**config.mk**
```make
export PLATFORM = sky130hd
export DESIGN_NAME = alu_top
export DESIGN_NICKNAME = d
export VERILOG_FILES = /design/src/verilog/alu_pkg.sv /design/src/verilog/queue_if.sv /design/src/verilog/op_issue.sv /design/src/verilog/op_queue.sv /design/src/verilog/alu.sv /design/src/verilog/alu_exec.sv /design/src/verilog/alu_top.sv
export SDC_FILE = /design/constraint.sdc
export NUM_CORES = 1
export LEC_CHECK = 0
export ABC_AREA = 1
export BUFFER_PORTS_ARGS = -buffer_cell sky130_fd_sc_hd__buf_2
export CAP_MARGIN = 20
export CORE_UTILIZATION = 55
export CTS_CLUSTER_DIAMETER = 80
export CTS_CLUSTER_SIZE = 8
export DETAILED_ROUTE_END_ITERATION = 8
export GPL_ROUTABILITY_DRIVEN = 1
export HOLD_SLACK_MARGIN = 0.05
export PLACE_DENSITY = 0.73
export SLEW_MARGIN = 25
export SYNTH_ARGS = -nofsm -noshare
export SYNTH_HDL_FRONTEND = slang
export SYNTH_SLANG_ARGS = --single-unit
export TNS_END_PERCENT = 30
```
**constraint.sdc**
```tcl
create_clock -name clk -period 4.2 [get_ports clk]
set_input_delay 0.21 -clock clk [delete_from_list [all_inputs] [get_ports clk]]
set_output_delay 0.21 -clock clk [all_outputs]
set_load 0.01 [all_outputs]
```
**src/verilog/alu_pkg.sv**
```systemverilog
package alu_pkg;

	////////////////////////////////////////////////////////////////////////////
	// Data path widths

	// One operand or one result
	typedef logic [15:0] data_t;

	typedef logic [3:0]  op_t;

	// Queued operation: opcode [35:32], operand a [31:16], operand b [15:0]
	typedef logic [35:0] entry_t;

	////////////////////////////////////////////////////////////////////////////
	// Opcodes

	localparam op_t OP_ADD   = 4'd0;
	localparam op_t OP_AND   = 4'd1;
	localparam op_t OP_OR    = 4'd2;
	localparam op_t OP_SLL   = 4'd3;
	localparam op_t OP_SRL   = 4'd4;
	localparam op_t OP_SRA   = 4'd5;
	localparam op_t OP_SUB   = 4'd6;
	localparam op_t OP_EQUAL = 4'd7;
	localparam op_t OP_LESS  = 4'd8;
	localparam op_t OP_MOVE  = 4'd9;
	// Codes 10 to 14 are unassigned
	localparam op_t OP_EMPTY = 4'd15;

	////////////////////////////////////////////////////////////////////////////
	// Handshake FSM states

	typedef enum logic [1:0] {ISSUE_IDLE, ISSUE_ACK, ISSUE_WAIT_LOW} issue_state_e;

	typedef enum logic [1:0] {EXEC_IDLE, EXEC_REQ, EXEC_WAIT_LOW} exec_state_e;

endpackage

```
**src/verilog/queue_if.sv**
```systemverilog
`timescale 1ns/1ns

// Operation queue link between issue and execute
interface queue_if
	import alu_pkg::*;
();

	// Write side
	logic   push_stb;
	entry_t push_entry;
	logic   full;

	// Read side, pop_entry is the oldest entry
	logic   pop_stb;
	entry_t pop_entry;
	logic   empty;

	modport push (
		output push_stb,
		output push_entry,
		input  full
	);

	modport pop (
		output pop_stb,
		input  pop_entry,
		input  empty
	);

	modport queue (
		input  push_stb,
		input  push_entry,
		output full,
		input  pop_stb,
		output pop_entry,
		output empty
	);

endinterface

```
**src/verilog/op_issue.sv**
```systemverilog
`timescale 1ns/1ns

module op_issue
	import alu_pkg::*;
(
	input  logic  clk,
	input  logic  arst_n,
	input  logic  cmd_req,
	output logic  cmd_ack,
	input  op_t   cmd_op,
	input  data_t cmd_a,
	input  data_t cmd_b,
	queue_if.push q
);

	issue_state_e state;
	issue_state_e state_next;
	logic         accept;

	// Take a command only while there is room for it
	assign accept = (state == ISSUE_IDLE) && cmd_req && !q.full;

	////////////////////////////////////////////////////////////////////////////
	// Four-phase command handshake

	always_comb begin
		state_next = state;
		case (state)
			ISSUE_IDLE: begin
				if (accept) begin
					state_next = ISSUE_ACK;
				end
			end
			ISSUE_ACK: begin
				// Ack held until the client drops req
				if (!cmd_req) begin
					state_next = ISSUE_WAIT_LOW;
				end
			end
			ISSUE_WAIT_LOW: begin
				// One quiet sample of req before re-arming
				if (!cmd_req) begin
					state_next = ISSUE_IDLE;
				end
			end
			default: state_next = ISSUE_IDLE;
		endcase
	end

	always_ff @(posedge clk or negedge arst_n) begin
		if (!arst_n) begin
			state <= ISSUE_IDLE;
		end else begin
			state <= state_next;
		end
	end

	assign cmd_ack = (state == ISSUE_ACK);

	// Entry written at the same edge that raises cmd_ack
	assign q.push_stb   = accept;
	assign q.push_entry = {cmd_op, cmd_a, cmd_b};

endmodule

```
**src/verilog/op_queue.sv**
```systemverilog
`timescale 1ns/1ns

module op_queue
	import alu_pkg::*;
#(
	parameter int QUEUE_DEPTH = 4
)(
	input  logic   clk,
	input  logic   arst_n,
	queue_if.queue q
);

	// Depth is a power of two, so pointers wrap on their own
	localparam int PTR_W = $clog2(QUEUE_DEPTH);
	localparam int CNT_W = PTR_W + 1;

	entry_t           mem [QUEUE_DEPTH];
	logic [PTR_W-1:0] wr_ptr;
	logic [PTR_W-1:0] rd_ptr;
	logic [CNT_W-1:0] count;
	logic             do_push;
	logic             do_pop;

	assign do_push = q.push_stb && !q.full;
	assign do_pop  = q.pop_stb && !q.empty;

	////////////////////////////////////////////////////////////////////////////
	// Storage

	always_ff @(posedge clk) begin
		if (do_push) begin
			mem[wr_ptr] <= q.push_entry;
		end
	end

	assign q.pop_entry = mem[rd_ptr];

	////////////////////////////////////////////////////////////////////////////
	// Pointers and occupancy

	always_ff @(posedge clk or negedge arst_n) begin
		if (!arst_n) begin
			wr_ptr <= '0;
			rd_ptr <= '0;
			count  <= '0;
		end else begin
			if (do_push) begin
				wr_ptr <= wr_ptr + 1'b1;
			end
			if (do_pop) begin
				rd_ptr <= rd_ptr + 1'b1;
			end
			// Simultaneous push and pop leaves the count alone
			case ({do_push, do_pop})
				2'b10:   count <= count + 1'b1;
				2'b01:   count <= count - 1'b1;
				default: count <= count;
			endcase
		end
	end

	assign q.full  = (count == CNT_W'(QUEUE_DEPTH));
	assign q.empty = (count == '0);

endmodule

```
**src/verilog/alu.sv**
```systemverilog
`timescale 1ns/1ns

module alu
	import alu_pkg::*;
(
	input  op_t   op,
	input  data_t a,
	input  data_t b,
	output data_t result
);

	logic       shift_over;
	logic [3:0] sra_amt;

	// Any bit above 15 means the whole value shifts out
	assign shift_over = |b[15:4];

	// Shifting by 15 already replicates the sign into every bit
	assign sra_amt = shift_over ? 4'd15 : b[3:0];

	always_comb begin
		case (op)
			OP_ADD: result = a + b;
			OP_SUB: result = a - b;
			OP_AND: result = a & b;
			OP_OR:  result = a | b;
			OP_SLL: begin
				result = shift_over ? '0 : a << b[3:0];
			end
			OP_SRL: begin
				result = shift_over ? '0 : a >> b[3:0];
			end
			OP_SRA: begin
				// True arithmetic shift with sign fill
				result = data_t'($signed(a) >>> sra_amt);
			end
			OP_EQUAL: result = data_t'(a == b);
			// Unsigned compare
			OP_LESS:  result = data_t'(a < b);
			OP_MOVE:  result = a;
			OP_EMPTY: result = '0;
			// Unassigned codes
			default:  result = '0;
		endcase
	end

endmodule

```
**src/verilog/alu_exec.sv**
```systemverilog
`timescale 1ns/1ns

module alu_exec
	import alu_pkg::*;
(
	input  logic  clk,
	input  logic  arst_n,
	queue_if.pop  q,
	output logic  res_req,
	input  logic  res_ack,
	output data_t res_data
);

	exec_state_e state;
	exec_state_e state_next;
	op_t         op;
	data_t       a;
	data_t       b;
	data_t       alu_result;

	////////////////////////////////////////////////////////////////////////////
	// Oldest entry into the ALU

	assign op = q.pop_entry[35:32];
	assign a  = q.pop_entry[31:16];
	assign b  = q.pop_entry[15:0];

	alu alu_inst (
		.op     (op),
		.a      (a),
		.b      (b),
		.result (alu_result)
	);

	// Next entry only once the previous result handshake has closed
	assign q.pop_stb = (state == EXEC_IDLE) && !q.empty;

	////////////////////////////////////////////////////////////////////////////
	// Four-phase result handshake

	always_comb begin
		state_next = state;
		case (state)
			EXEC_IDLE: begin
				if (q.pop_stb) begin
					state_next = EXEC_REQ;
				end
			end
			EXEC_REQ: begin
				if (res_ack) begin
					state_next = EXEC_WAIT_LOW;
				end
			end
			EXEC_WAIT_LOW: begin
				if (!res_ack) begin
					state_next = EXEC_IDLE;
				end
			end
			default: state_next = EXEC_IDLE;
		endcase
	end

	always_ff @(posedge clk or negedge arst_n) begin
		if (!arst_n) begin
			state <= EXEC_IDLE;
		end else begin
			state <= state_next;
		end
	end

	// Result captured on the pop edge, stable through the handshake
	always_ff @(posedge clk) begin
		if (q.pop_stb) begin
			res_data <= alu_result;
		end
	end

	assign res_req = (state == EXEC_REQ);

endmodule

```
**src/verilog/alu_top.sv**
```systemverilog
`timescale 1ns/1ns

module alu_top
	import alu_pkg::*;
#(
	parameter int QUEUE_DEPTH = 4
)(
	input  logic  clk,
	input  logic  arst_n,
	// Command port
	input  logic  cmd_req,
	output logic  cmd_ack,
	input  op_t   cmd_op,
	input  data_t cmd_a,
	input  data_t cmd_b,
	// Result port
	output logic  res_req,
	input  logic  res_ack,
	output data_t res_data
);

	queue_if q_if ();

	op_issue issue_inst (
		.clk     (clk),
		.arst_n  (arst_n),
		.cmd_req (cmd_req),
		.cmd_ack (cmd_ack),
		.cmd_op  (cmd_op),
		.cmd_a   (cmd_a),
		.cmd_b   (cmd_b),
		.q       (q_if.push)
	);

	op_queue #(
		.QUEUE_DEPTH (QUEUE_DEPTH)
	) queue_inst (
		.clk    (clk),
		.arst_n (arst_n),
		.q      (q_if.queue)
	);

	alu_exec exec_inst (
		.clk      (clk),
		.arst_n   (arst_n),
		.q        (q_if.pop),
		.res_req  (res_req),
		.res_ack  (res_ack),
		.res_data (res_data)
	);

endmodule

```
After elaboration in Yosys (flattened, before gate mapping)
Memory sizes are Yosys's and may differ from the RTL's.
Cells that the tools add are included.
- add/subtract/negate cells: 6
- order comparisons: 1
- eq/ne operators: 23
- shift operators: 3
- multiplexer cells: 15
- bitwise operators: 2
- reduce and logical (&&, ||, !) cells: 15
- operator list (operator ; number):
    $pmux 16 s10 ; 1
    $mux 16 ; 2
    $add 16x16->16 ; 1
    $and 16x16->16 ; 1
    $eq 16x16->1 ; 1
    $eq 4x3->1 const B ; 4
    $lt 16x16->1 ; 1
    $or 16x16->16 ; 1
    $shl 16x4->16 ; 1
    $shr 16x4->16 ; 1
    $sshr 16x4->16 ; 1
    $sub 16x16->16 ; 1
    $mux 2 ; 6
    $pmux 2 s3 ; 2
    $reduce_or 12->1 ; 1
    $eq 4x2->1 const B ; 2
    $eq 4x4->1 const B ; 2
    $ne 2x2->1 const B ; 4
    $eq 2x1->1 const B ; 3
    $eq 2x2->1 const B ; 3
    $pmux 3 s2 ; 1
    $reduce_and 3->1 ; 2
    $logic_and 1x1->1 ; 5
    $add 2x1->2 const B ; 2
    other kinds (12) ; 16
- bits in registers: 27
- memory bits (writable): 144
- input bits: 40
- output and inout port bits: 18
- word-level logic and storage cells: 72
- memories kept: 1
- memories (name ; words ; bits a word ; read ports ; clocked after memory_dff ; wr ports ; line ; text):
    queue_inst.mem ; 4 ; 36 ; 1 ; 0 ; 1 ; op_queue.sv:17 ; entry_t mem [QUEUE_DEPTH];

Logic depth before layout (Yosys ltp)
- depth after elaboration: 6
- gate-level depth with buffers: 25
- gate-level depth less buffers: 22

Modules after synthesis
From an unflattened synthesis, not the netlist that was laid out.
- cells, all modules: 1486
- area total of the unflattened synthesis: 11964.0 um^2
- modules (own cells, without submodules) (module ; instances ; cells each ; area an instance (um^2) ; sequential area each (um^2)):
    op_queue ; 1 ; 480 ; 6287.3 ; 4499.3
    alu ; 1 ; 925 ; 4723.3 ; 0.0
    alu_exec ; 1 ; 30 ; 579.3 ; 530.5
    op_issue ; 1 ; 51 ; 374.1 ; 50.0

Least setup slack after synthesis
Ideal clock, no wire load.
- path kind: register -> register
- start point: register queue_inst.rd_ptr[0]
- end point: register exec_inst.res_data[14] (data pin)
- library setup time: 0.263 ns
- arrival time: 3.134 ns
- required time: 3.937 ns
- setup slack: 0.803 ns
- stages on the path, launching flop included: 21
- clock period less this slack: 3.397 ns
- cells stage by stage: dfrtp_1 buf_4 inv_4 buf_6 buf_2 nand2_1 a32oi_1 inv_1 buf_2 buf_2 ha_1 inv_1 nand2_1 o21ai_0 nand3_1 nand3_1 a21oi_1 nor2_1 nor2_1 nor3_1 nand3_1
- longest elaborated chain between the ends: 5
- ends and longest elaborated chain (what ; line ; text):
    from (decl) ; op_queue.sv:19 ; logic [PTR_W-1:0] rd_ptr;
    from (signal assigned) ; op_queue.sv:51 ; rd_ptr <= rd_ptr + 1'b1;
    $mem_v2 4x36 (*) ; - ;
    $reduce_or 12->1 ; alu.sv:16 ; assign shift_over = |b[15:4];
    $mux 4 ; alu.sv:19 ; assign sra_amt = shift_over ? 4'd15 : b[3:0];
    $sshr 16x4->16 ; alu.sv:35 ; result = data_t'($signed(a) >>> sra_amt);
    $pmux 16 s10 (*) ; alu.sv:22 ; case (op)
    net exec_inst.alu_inst.result[14] ; alu.sv:9 ; output data_t result
    to (signal assigned) ; alu_exec.sv:74 ; res_data <= alu_result;
    to (decl) ; alu_exec.sv:11 ; output data_t res_data
Mark *: on every way through the listed nets, which the timed path passes. The rest lies on a longest branch.
A chain may end at the register's enable or synchronous reset.

Worst setup path in the final report
Ends and elaborated chain as after synthesis.

==> run summary <==
=================================================================================================
Unrepaired setup endpoints after global routing                                                no
Hold-fix buffer count after cts                                                                39
Clock tree from TritonCTS                                                                     yes
Number of distinct library cell variants in the gate-level netlist after synthesis             53
Library cell occupying the most area in the post-synthesis netlist                       edfxtp_1
Most common flop cell mapped by yosys                                                    edfxtp_1
Number of warning messages in the yosys log                                                     0
Post-CTS Repair Setup Buffers                                                                   0
Class of the most critical hold timing path                                          input pin to async pin
H-tree Lvls                                                                                     4
Clock transition at the registers of the reported paths                                   0.08 ns
Average instance area after synthesis                                                   8.26 um^2
Crit path required time                                                                   4.39 ns
Data arrival at the endpoint of the critical path                                         3.98 ns
Number of instances in the synthesized netlist                                               1351
Final WL                                                                                 36100 um
Status                                                                               finished clean
Pins Over Slew Limit                                                                            0
Top Ports                                                                                      58
Count of state elements after synthesis                                                       171
Placed instance count                                                                        1656
Top-area cell type share of the netlist area                                                0.430
CTS buffer count                                                                               17
Number of enable flip-flop cells after synthesis                                              160
Final Hold Fails                                                                                0
Core area                                                                             0.0197 mm^2
Category of cells accounting for the largest share of critical-path delay            simple AND/OR/NAND/NOR gates
Count of input and output buffers                                                              57
Crit end category                                                                            flop
Layout Cells excl Fill                                                                       1727
Maximum frequency from static timing analysis                                           0.264 GHz
Final setup violation count                                                                     0
Remaining antenna violation count                                                               0
Die boundary height                                                                        144 um
Average detailed-routed wire length per instance                                          20.9 um
Post-layout min period                                                                    3.79 ns
Max-cap violations                                                                              0
Least-Margin Pin Slew                                                                    0.782 ns
Final clock period utilization by the worst path                                            0.902
Number of vias per cell                                                                      5.87
Placer congestion estimate                                                                   1.04
Share of synthesized area occupied by flip-flops and latches                                0.455
Cells resized by post-CTS repair                                                                0
Largest stage delay, worst path                                                           0.44 ns
Wire length of the first global-routing pass                                             54300 um
Area Growth Syn to Fin                                                                      14.8%
Setup TNS after final layout                                                                 0 ns
Commonest cells in the synthesized netlist                                           nand2_1 (400), nand3_1 (168), edfxtp_1 (160), inv_1 (126), nor2_1 (80)
Filler Cells Inserted                                                                        1706
Async S/R FF share, synth                                                                  0.0643
Maximum fanout along the worst path                                                            26
Area of the die                                                                       0.0209 mm^2
Root buffer selected by CTS                                                             clkbuf_16
Overflow after GRT                                                                              0
Crit path buf inv count                                                                         5
Detailed placer's ending HPWL                                                            26000 um
# diodes                                                                                        0
Vias in the first global route                                                               9394
Cell repeated most along the worst path                                                   nand2_1
DR pass1 iterations                                                                             6
Clock network latency to the later pin of the worst-skew pair                             0.44 ns
Layout Cell Area excl Fill                                                            0.0128 mm^2
Die Width                                                                                  144 um
All-Layer GR Usage                                                                          0.361
Post-route DRC violation count                                                                  0
Buffers from clock root to sink, at most                                                        2
Clock sink total                                                                              171
Most instantiated library cell after synthesis                                            nand2_1
DRC violation total after the first TritonRoute iteration                                     944
Count of standard-cell rows                                                                    51
Instance area at placement                                                            0.0118 mm^2
Cells along the critical path                                                        inv_4 -> buf_4 -> nand2_1 -> nand3_1 -> o21ai_4 -> inv_2 -> ha_1 -> inv_1 -> fa_1 -> inv_1 -> nand2_1 -> nand2_1 -> a21oi_1 -> o21ai_0 -> nand2_1 -> nand2_1 -> a21oi_1 -> or2_2 -> nand3_1 -> nand3_1
Multi-input gate area                                                                0.00530 mm^2
Biggest area contributors in the synthesized netlist                                 edfxtp_1 (43%), nand2_1 (13%), nand3_1 (7.5%)
Register cell area after layout                                                      0.00508 mm^2
Critical path class                                                                  flop to flop
Pin count of the biggest net entering global routing                                           53
Worst setup SP type                                                                          flop
Initial core utilization                                                                    0.568
Post-synth net total                                                                         1453
Antenna violations before repair                                                                0
Share of final-layout standard cells stronger than drive strength 1                         0.114
Worst slew margin                                                                           0.478
Mapped cell area                                                                      0.0112 mm^2
Standard cell with the maximum stage delay on the critical path                           dfrtp_1
Via Count                                                                                   10140
Post-Route Skew                                                                         0.0189 ns
Post-layout net count                                                                        1551
=================================================================================================
## cell usage in the layout (no fill, tap or decap), types with 3 or more instances in the layout
master and n:
a211oi_1 4, a21oi_1 63, buf_2 57, buf_4 35
clkbuf_16 17, clkinv_8 5, dfrtp_1 11, dlygate4sd3_1 39
edfxtp_1 160, fa_1 3, ha_1 59, inv_1 126
inv_2 8, inv_6 3, inv_8 3, mux2i_1 3
nand2_1 400, nand2_2 4, nand3_1 168, nand3b_1 4
nand4_1 11, nor2_1 76, nor2_4 9, nor3_1 9
o2111ai_1 4, o211ai_1 34, o21ai_0 66, o21ai_1 10
o21bai_1 5, o221ai_1 3, o22ai_1 13, or2_2 5
xor2_1 9
## per-stage QoR
| step | utilization | worst slack, ns | hold WS (ns) |
|---|---|---|---|
| floorplan | - | 0.803 | -0.0856 |
| global placement | 0.601 | 0.475 | 0.130 |
| detailed placement | 0.601 | 0.444 | 0.138 |
| CTS | 0.652 | 0.441 | 0.191 |
| global route | 0.652 | 0.176 | 0.248 |
| finish | 0.652 | 0.410 | 0.227 |
## area by class of cell
type,count,share of cell area
Sequential cell,171,0.397
Inverter,136,0.0400
Clock buffer,17,0.0332
Timing Repair Buffer,133,0.0764
Clock inverter,15,0.0140
Tap cell,265,0.0259
Multi-Input combinational cell,990,0.414
## cells by family after synthesis
logic type / Yosys count / synth area share
xor gates and xnor gates: 10 / 0.00785
adders and majority gates: 62 / 0.0715
buffers and inverters: 190 / 0.0735
and+or+nand+nor: 698 / 0.272
AOI/OAI and AO/OA: 217 / 0.117
DFF: 171 / 0.455
muxes: 3 / 0.00269
## worst reg2reg max path, stage by stage, from the launching register on
cell	delay (ns)
dfrtp_1	0.44
inv_4	0.25
buf_4	0.25
nand2_1	0.07
nand3_1	0.11
o21ai_4	0.09
inv_2	0.07
ha_1	0.16
inv_1	0.08
fa_1	0.44
inv_1	0.07
nand2_1	0.06
nand2_1	0.07
a21oi_1	0.14
o21ai_0	0.40
nand2_1	0.10
nand2_1	0.16
a21oi_1	0.12
or2_2	0.28
nand3_1	0.08
nand3_1	0.09
## sequential cells by signal (all words and copies together), names as in the netlist
signal,cells
queue_inst.wr_ptr,2
issue_inst.state,2
queue_inst.mem,144
exec_inst.state,2
exec_inst.res_data,16
queue_inst.rd_ptr,2
queue_inst.count,3
## final timing paths
| check | start | end | slack (ns) | cells past startpoint |
|---|---|---|---|---|
| worst min register to register | exec_inst.state[0]$_DFFE_PN0P_ | exec_inst.state[1]$_DFFE_PN0P_ | 0.47 | 1 |
| worst min-delay path | arst_n | exec_inst.state[1]$_DFFE_PN0P_ | 0.23 | 2 |
| worst max register to register | queue_inst.rd_ptr[0]$_DFFE_PN0P_ | exec_inst.res_data[14]$_DFFE_PP_ | 0.41 | 20 |
| max in group asynchronous | arst_n | queue_inst.wr_ptr[1]$_DFFE_PN0P_ | 3.71 | 2 |
| min in group clk | exec_inst.state[0]$_DFFE_PN0P_ | exec_inst.state[1]$_DFFE_PN0P_ | 0.47 | 1 |
| worst max-delay path | queue_inst.rd_ptr[0]$_DFFE_PN0P_ | exec_inst.res_data[14]$_DFFE_PP_ | 0.41 | 20 |
## per-layer routing
metal | vias up | global-route usage | wire, um
met4 | 0 | 0.166 | 1560
met2 | 550 | 0.564 | 16400
met1 | 4687 | 0.494 | 15000
met5 | - | 0 | 0
li1 | 4810 | - | -
met3 | 93 | 0.0576 | 3140
Power is not shown: default switching activity piles up to over one toggle a cycle in this logic, so the estimate is an artifact.
